--- src/hdl/fetch_pkg.sv ---
// shared widths, encodings and structs of the fetch unit; compile ahead of every RTL and bench file
package fetch_pkg;

   // --------------------
   // widths and depths
   // --------------------
   localparam int PC_SZ     = 32;                     // address width
   localparam int INSTR_SZ  = 32;                     // RV32I word
   localparam int CL_LEN    = 32;                     // bytes per cache line
   localparam int CL_SZ     = 5;                      // byte offset bits within a line
   localparam int MAX_IPCL  = CL_LEN / 4;             // words per line
   localparam int Q_DEPTH   = 16;                     // power of two so pointers wrap
   localparam int QP_SZ     = 4;                      // queue pointer
   localparam int QC_SZ     = 5;                      // queue count, one bit wider than pointer
   localparam int MAX_RAS   = 8;                      // return stack entries, power of two
   localparam int MR_SZ     = 3;                      // return stack pointer

   localparam logic [PC_SZ-1:0] RESET_VECTOR_ADDR = 32'h0000_0100;

   // system words recognised by the pre-decoder
   localparam logic [INSTR_SZ-1:0] MRET_INSTR   = 32'h3020_0073;
   localparam logic [INSTR_SZ-1:0] ECALL_INSTR  = 32'h0000_0073;
   localparam logic [INSTR_SZ-1:0] EBREAK_INSTR = 32'h0010_0073;

   // --------------------
   // encodings
   // --------------------
   typedef enum logic [2:0] {
      BR_NONE,                                        // falls through to pc+4
      BR_JALR,                                        // guessed as rs1 = x0
      BR_COND,                                        // backward taken, forward not
      BR_JAL,                                         // always taken, pc relative
      BR_RET,                                         // mret, target from return stack
      BR_TRAP                                         // ecall / ebreak, vectors to 0
   } br_kind_t;

   typedef enum logic [1:0] {
      ST_IDLE,                                        // decide next line address
      ST_ACK,                                         // wait for ack of a normal request
      ST_RL_ACK                                       // wait for ack of a redirect request
   } req_state_t;

   // --------------------
   // structs
   // --------------------
   typedef struct packed {
      br_kind_t               kind;
      logic                   is32;                   // standard 32 bit encoding
      logic [INSTR_SZ-1:0]    imm_offset;             // I, B or J immediate, sign extended
      logic                   link_rd;                // rd is x1 or x5
      logic                   link_rs1;               // rs1 is x1 or x5
   } predecode_t;

   typedef struct packed {
      logic [INSTR_SZ-1:0]    instr;
      logic [PC_SZ-1:0]       pc;
      logic [PC_SZ-1:0]       predicted_addr;         // where fetch went after this word
   } fetch_entry_t;

   typedef struct packed {
      logic                   valid;                  // line may be steered into the queue
      logic [PC_SZ-1:0]       pc;                     // requested address, offset selects slot
      logic [CL_LEN*8-1:0]    data;
   } line_t;

endpackage

--- src/hdl/line_request.sv ---
// line request stage: owns the fetch PC and the req/ack handshake toward the instruction cache
`timescale 1ns/1ns

module line_request
(
   input  logic                          clk_in,
   input  logic                          reset_in,
   input  logic                          cpu_halt,         // returned lines are dropped
   input  logic                          pc_reload,        // redirect from later stages
   input  logic [fetch_pkg::PC_SZ-1:0]   pc_reload_addr,
   input  logic                          ic_ack,           // one cycle pulse, data valid with it
   input  logic [fetch_pkg::CL_LEN*8-1:0] ic_data,
   output logic                          ic_req,
   output logic [fetch_pkg::PC_SZ-1:0]   ic_addr,
   input  logic                          q_full,
   input  logic [fetch_pkg::PC_SZ-1:0]   next_pc,          // last predicted address from steer
   output fetch_pkg::line_t              line
);

   fetch_pkg::req_state_t          state, nxt_state;
   logic [fetch_pkg::PC_SZ-1:0]    pc, nxt_pc;
   logic                           nxt_req;
   logic                           reload_flag;            // redirect not yet fetched
   logic [fetch_pkg::PC_SZ-1:0]    reload_addr;
   logic [fetch_pkg::PC_SZ-1:0]    lpa;                    // last predicted address
   logic                           xfer;
   logic                           clr_rf;

   assign xfer    = ic_req & ic_ack;
   assign ic_addr = pc;                                    // held while ic_req is high

   // --------------------
   // request FSM
   // --------------------
   always_comb
   begin
      nxt_state = state;
      nxt_req   = ic_req;
      nxt_pc    = pc;
      clr_rf    = 1'b0;
      case (state)
         fetch_pkg::ST_IDLE:
         begin
            // a redirect arriving now goes out directly
            if (pc_reload)
               nxt_pc = pc_reload_addr;
            else if (reload_flag)
               nxt_pc = reload_addr;
            else
               nxt_pc = lpa;
            nxt_req = !q_full;                             // hold off while the queue is full
            if (!q_full)
               nxt_state = (pc_reload | reload_flag) ? fetch_pkg::ST_RL_ACK : fetch_pkg::ST_ACK;
         end
         fetch_pkg::ST_ACK:
         begin
            nxt_req = 1'b1;
            if (xfer)
            begin
               nxt_req   = 1'b0;                           // one idle cycle after every ack
               nxt_state = fetch_pkg::ST_IDLE;
            end
         end
         fetch_pkg::ST_RL_ACK:
         begin
            nxt_req = 1'b1;
            if (xfer)
            begin
               nxt_req   = 1'b0;
               clr_rf    = !pc_reload;                     // a newer redirect keeps the flag
               nxt_state = fetch_pkg::ST_IDLE;
            end
            else if (pc_reload)
               nxt_state = fetch_pkg::ST_ACK;              // this line is stale now
         end
         default: nxt_state = fetch_pkg::ST_IDLE;
      endcase
   end

   always_ff @(posedge clk_in)
   begin
      if (reset_in)
      begin
         state       <= fetch_pkg::ST_IDLE;
         ic_req      <= 1'b0;
         pc          <= fetch_pkg::RESET_VECTOR_ADDR;
         lpa         <= fetch_pkg::RESET_VECTOR_ADDR;
         reload_flag <= 1'b0;
      end
      else
      begin
         state  <= nxt_state;
         ic_req <= nxt_req;
         pc     <= nxt_pc;
         if (xfer)
            lpa <= next_pc;                                // steer's prediction, or same line
         if (pc_reload)
            reload_flag <= 1'b1;                           // set wins over clear
         else if (clr_rf)
            reload_flag <= 1'b0;
      end
   end

   always_ff @(posedge clk_in)
   begin
      if (pc_reload)
         reload_addr <= pc_reload_addr;
   end

   // line to steer, only when it belongs to the current path
   assign line.valid = xfer & !cpu_halt & !pc_reload &
                       ((state == fetch_pkg::ST_RL_ACK) | !reload_flag);
   assign line.pc    = pc;
   assign line.data  = ic_data;

endmodule

--- config.mk ---
export PLATFORM = sky130hd
export DESIGN_NAME = line_request
export DESIGN_NICKNAME = d
export VERILOG_FILES = /design/src/hdl/fetch_pkg.sv /design/src/hdl/line_request.sv
export SDC_FILE = /design/constraint.sdc
export NUM_CORES = 1
export LEC_CHECK = 0
export BUFFER_PORTS_ARGS = -buffer_cell sky130_fd_sc_hd__buf_2
export CAP_MARGIN = 20
export CELL_PAD_IN_SITES_DETAIL_PLACEMENT = 0
export CELL_PAD_IN_SITES_GLOBAL_PLACEMENT = 2
export CORE_AREA = 2 2 255 257
export DETAILED_ROUTE_END_ITERATION = 10
export DIE_AREA = 0 0 257 259
export HOLD_SLACK_MARGIN = 0.1
export PLACE_DENSITY_LB_ADDON = 0.1
export REMOVE_ABC_BUFFERS = 1
export SLEW_MARGIN = 10
export SYNTH_ARGS = -nofsm -noshare
export SYNTH_HDL_FRONTEND = slang
export SYNTH_SLANG_ARGS = --single-unit
--- constraint.sdc ---
create_clock -name clk_in -period 1.55 [get_ports clk_in]
set_input_delay 0.155 -clock clk_in [delete_from_list [all_inputs] [get_ports clk_in]]
set_output_delay 0.155 -clock clk_in [all_outputs]
set_load 0.05 [all_outputs]
### After elaboration in Yosys (flattened, before gate mapping)

Index checks and enable logic that the tools add are counted.

* register bits after elaboration: 100
* latch bits: 0
* RAM bits: 0
* memory bits (read-only): 0
* input port bits: 326
* output and inout bits: 322
* logic and storage cells: 40
* memories: 0

* add/subtract/negate cells: 0
* $mul: 0
* divide/modulo/power cells: 0
* $lt $le $gt $ge: 0
* equality and inequality tests: 5
* shift operators: 0
* mux-type cells: 14
* bitwise operators: 6
* reduce and logical (&&, ||, !) cells: 9

Operator list (number)
* $mux 32: 2
* $mux 2: 5
* $pmux 2 s3: 1
* $mux 1: 5
* $and 1x1->1: 4
* $logic_not 1->1: 4
* $ne 2x2->1 const B: 2
* $reduce_bool 2->1: 2
* $ne 3x3->1 const B: 1
* $reduce_and 3->1: 1
* $eq 2x1->1 const B: 1
* $eq 2x2->1 const B: 1
* $logic_not 2->1: 1
* $or 1x1->1: 2
* $pmux 1 s2: 1
* $reduce_or 2->1: 1

### Longest topological paths before layout

* depth in word-level cells: 5
* depth in mapped cells: 6
* mapped depth without buffers: 6

### Worst setup path before layout

Ideal clock, no wire load.

* path kind: reg-to-output
* start point: register ic_req
* end point: output line[288] in the netlist's numbering
* arrival: 2.008 ns
* data required time: 1.395 ns
* setup slack: -0.613 ns
* stages on the path, launching flop included: 3
* buffers on the path: 0
* path through: dfxtp_1 -> nand2_2 -> a2111oi_2

RTL lines
* start: declaration: line line_request.sv:13 `output logic ic_req,`
* start signal: assignment: line line_request.sv:93 `ic_req <= nxt_req;`
* end: declaration: line line_request.sv:17 `output fetch_pkg::line_t line`

==> results.toml <==
[global_routing]
grtUsageTotal_pct = 28.16
antenna_found_initial = 1
grt_pass1_vias = 4462
grt_pass1_wl_um = 107100
grt_max_degree = 36
grt_overflow = 0

[logic_synthesis]
yosys_warnings = 0
synth.most_common_cell = "buf_4"
synthCells = 706
yosys_most_used_dff = "dfxtp_1"
synth_cell_types = 29
synth_top_cell_area_share_pct = 34.51
syn_area_per_cell_sq_um = 8.968
synth_area_leader_cell = "buf_4"
synth_common_cells = "buf_4 (291), dfxtp_1 (68), nand2_1 (66)"
ys_async_sr_fraction_pct = 0
synthesis.area_sq_mm = 0.006331
synth_edf_count = 32
synth_seq_area_share_pct = 36.68
synthTopCellsByArea = "buf_4 (35%), dfxtp_1 (22%), edfxtp_1 (15%), mux2i_1 (5.2%), a21oi_1 (5.1%)"
ys_ff_latch = 100

[die]
die_y_um = 259
core_area_sq_mm = 0.06388
io_pins = 648
fp-row-count = 93
die_area_sq_mm = 0.06656
initial_core_util_pct = 9.910
die_width_um = 257

[clocking]
cts_buffers = 9
cts_buffer_depth = 2
cts_tree = "yes"
cts_max_level = 3
path_clk_slew_ns = 0.09
root_buffer = "clkbuf_16"
clk_latency_ns = 0.40
cts.sink_count = 100

[timing]
max_freq_mhz = 600.2
relSlewSlack_pct = 72.90
min_period_ns = 1.666
fin_crit_sh_pct = 107.5
hold_slack_ns = 0.1783
worstMarginPinSlew_ns = 0.4065
drv_slew = 0
rsz0062_at_grt = "true"
layout_setup_ws_ns = -0.1161
clock_skew_ns = 0.01640
final-setup-viol-count = 2
final-hold-violation-count = 0

[layout]
layout.nets = 954
layout-drive-gt1-share_pct = 30.25
multi_input_area_sq_mm = 0.001652
seqCellArea_sq_mm = 0.002328
nFillCells = 7377
syn2layout_area_growth_pct = 11.05
n_antenna_cell = 0
fin_area_sq_mm = 0.007030

[setup_path]
endpoint = "line[288]"
r2r_setup_slack_ns = -0.04
path_class = "reg2out"
r2r-start = "reload_flag"
cp-start-kind = "register"
critPathArrivalTime_ns = 1.51
crit_path_max_fanout = 2
reg2regPathDepth = 7
timing.rr.end = "ic_addr[16]"
critPathRequiredTime_ns = 1.39
startpoint = "state[0]"
cp-end-kind = "output port"

[placement]
post-place-ws_ns = -0.06612
dp_hpwl_um = 89800
gp_congestion = 1.258
post_dp_cell_area_sq_mm = 0.005982
io_buffers = 135

[power_and_ir_drop]
seqPwrFrac_pct = 37.1
p_int_mw = 5.216
p_clk_share_pct = 27.4
power_switching_mw = 3.648
peakVddDrop_mv = 0.5174
combPwrFrac_pct = 35.5
switching_share_pct = 41.16
p_leak_nw = 2.573
pwr_density_cell_mw_per_mm2 = 1261

[flow_run]
maxCapViolCount = 0

[hold_path]
min_path_type = "in2reg"

[status]
status = "finished, violations left"
violations = "setup timing"

[drt]
vias = 5013
drt-initial-drc-count = 360
routedWlPerCell_um = 64.89
antenna_left = 0
viasPerCell = 3.380
first_pass_iters = 6
drcViolationCount = 0
routed_wl_um = 96230
-- cell type report --
type,instances,share of cell area [%]
Inverter,3,0.1602
Multi-Input combinational cell,282,23.49
Timing Repair Buffer,227,23.92
Sequential cell,100,33.12
Tap cell,855,15.22
Clock inverter,5,0.6407
Clock buffer,11,3.453
-- power groups by stage --
stage                     Sequential, mW  Clock, mW  Combinational (mW)
after CTS                           3.29       2.57                3.17
after global routing                3.32       2.66                3.34
final                               3.29       2.43                3.15
after detailed placement            3.35          0                2.98
after floorplan                     4.26          0               0.724
after global placement              3.34          0                2.99
-- worst min-delay path by stage --
stage	cells past startpoint	startpoint	endpoint	slack, ns
global placement	0	ic_data[101]	line[101]	0.31
floorplan	1	reset_in	lpa[0]	0.22
finish	2	reset_in	lpa[15]	0.18
global route	2	reset_in	lpa[16]	0.18
detailed placement	0	ic_data[101]	line[101]	0.31
CTS	2	reset_in	lpa[2]	0.16
-- flip-flops by register name (all words and copies together) (netlist names) --
register     count
ic_addr         32
lpa             32
reload_addr     32
state            2
ic_req           1
reload_flag      1
-- worst max-delay path, cell delays in order, from the launching register on --
cell,delay [ns]
dfxtp_2,0.33
inv_2,0.07
ha_4,0.13
inv_2,0.04
a2111oi_4,0.34
buf_6,0.21
-- per-stage QoR --
stage / util (%) / setup TNS (ns) / std cells / power (mW)
detailed placement: 9.364 / -0.06612 / 1399 / 6.327
finish: 11.01 / -0.1564 / 1483 / 8.865
global route: 11.01 / -0.2525 / 1483 / 9.329
CTS: 10.94 / -0.2640 / 1482 / 9.035
global placement: 9.364 / -0.06437 / 1399 / 6.327
floorplan: - / -19.57 / 385 / 4.988
-- routing by layer --
layer	up-vias	global-route usage, %	share of wire (%)
met5	-	8.689	0.77
met4	14	13.81	5.8
met3	101	41.94	31
met2	867	49.06	49
met1	2159	10.12	13
li1	1872	-	-
-- cells in the final DEF (no fill, tap or decap), types with 3 or more instances in the layout --
cell / n
clkbuf_16: 10
nand2b_1: 32
buf_12: 8
buf_4: 18
mux2i_1: 33
dfxtp_1: 65
a21oi_1: 64
ha_1: 3
o22ai_1: 31
nand2_1: 66
dlygate4sd3_1: 65
edfxtp_1: 32
buf_2: 132
nor2_1: 34
-- cell families (layout without fill, tap and decap cells) --
logic type | count (synthesis) | in the layout | share of synthesized area, %
multiplexers | 33 | 33 | 5.217
buffers and inverters | 324 | 246 | 37.89
adder cells (fa/ha/maj) | 5 | 5 | 0.9881
flip-flops | 100 | 100 | 36.68
AO/OA/AOI/OAI | 104 | 104 | 9.328
AND/OR/NAND/NOR | 140 | 140 | 9.901
-- what timing repair did --
item	CTS	global route
gates cloned	0	1
hold buffers	65	0
setup buffers	2	0
resized for setup	14	2
endpoints found under the hold margin	87	0
endpoints found under the setup margin	1	13
pin swaps	2	1
(Power assumes the default switching activity.)
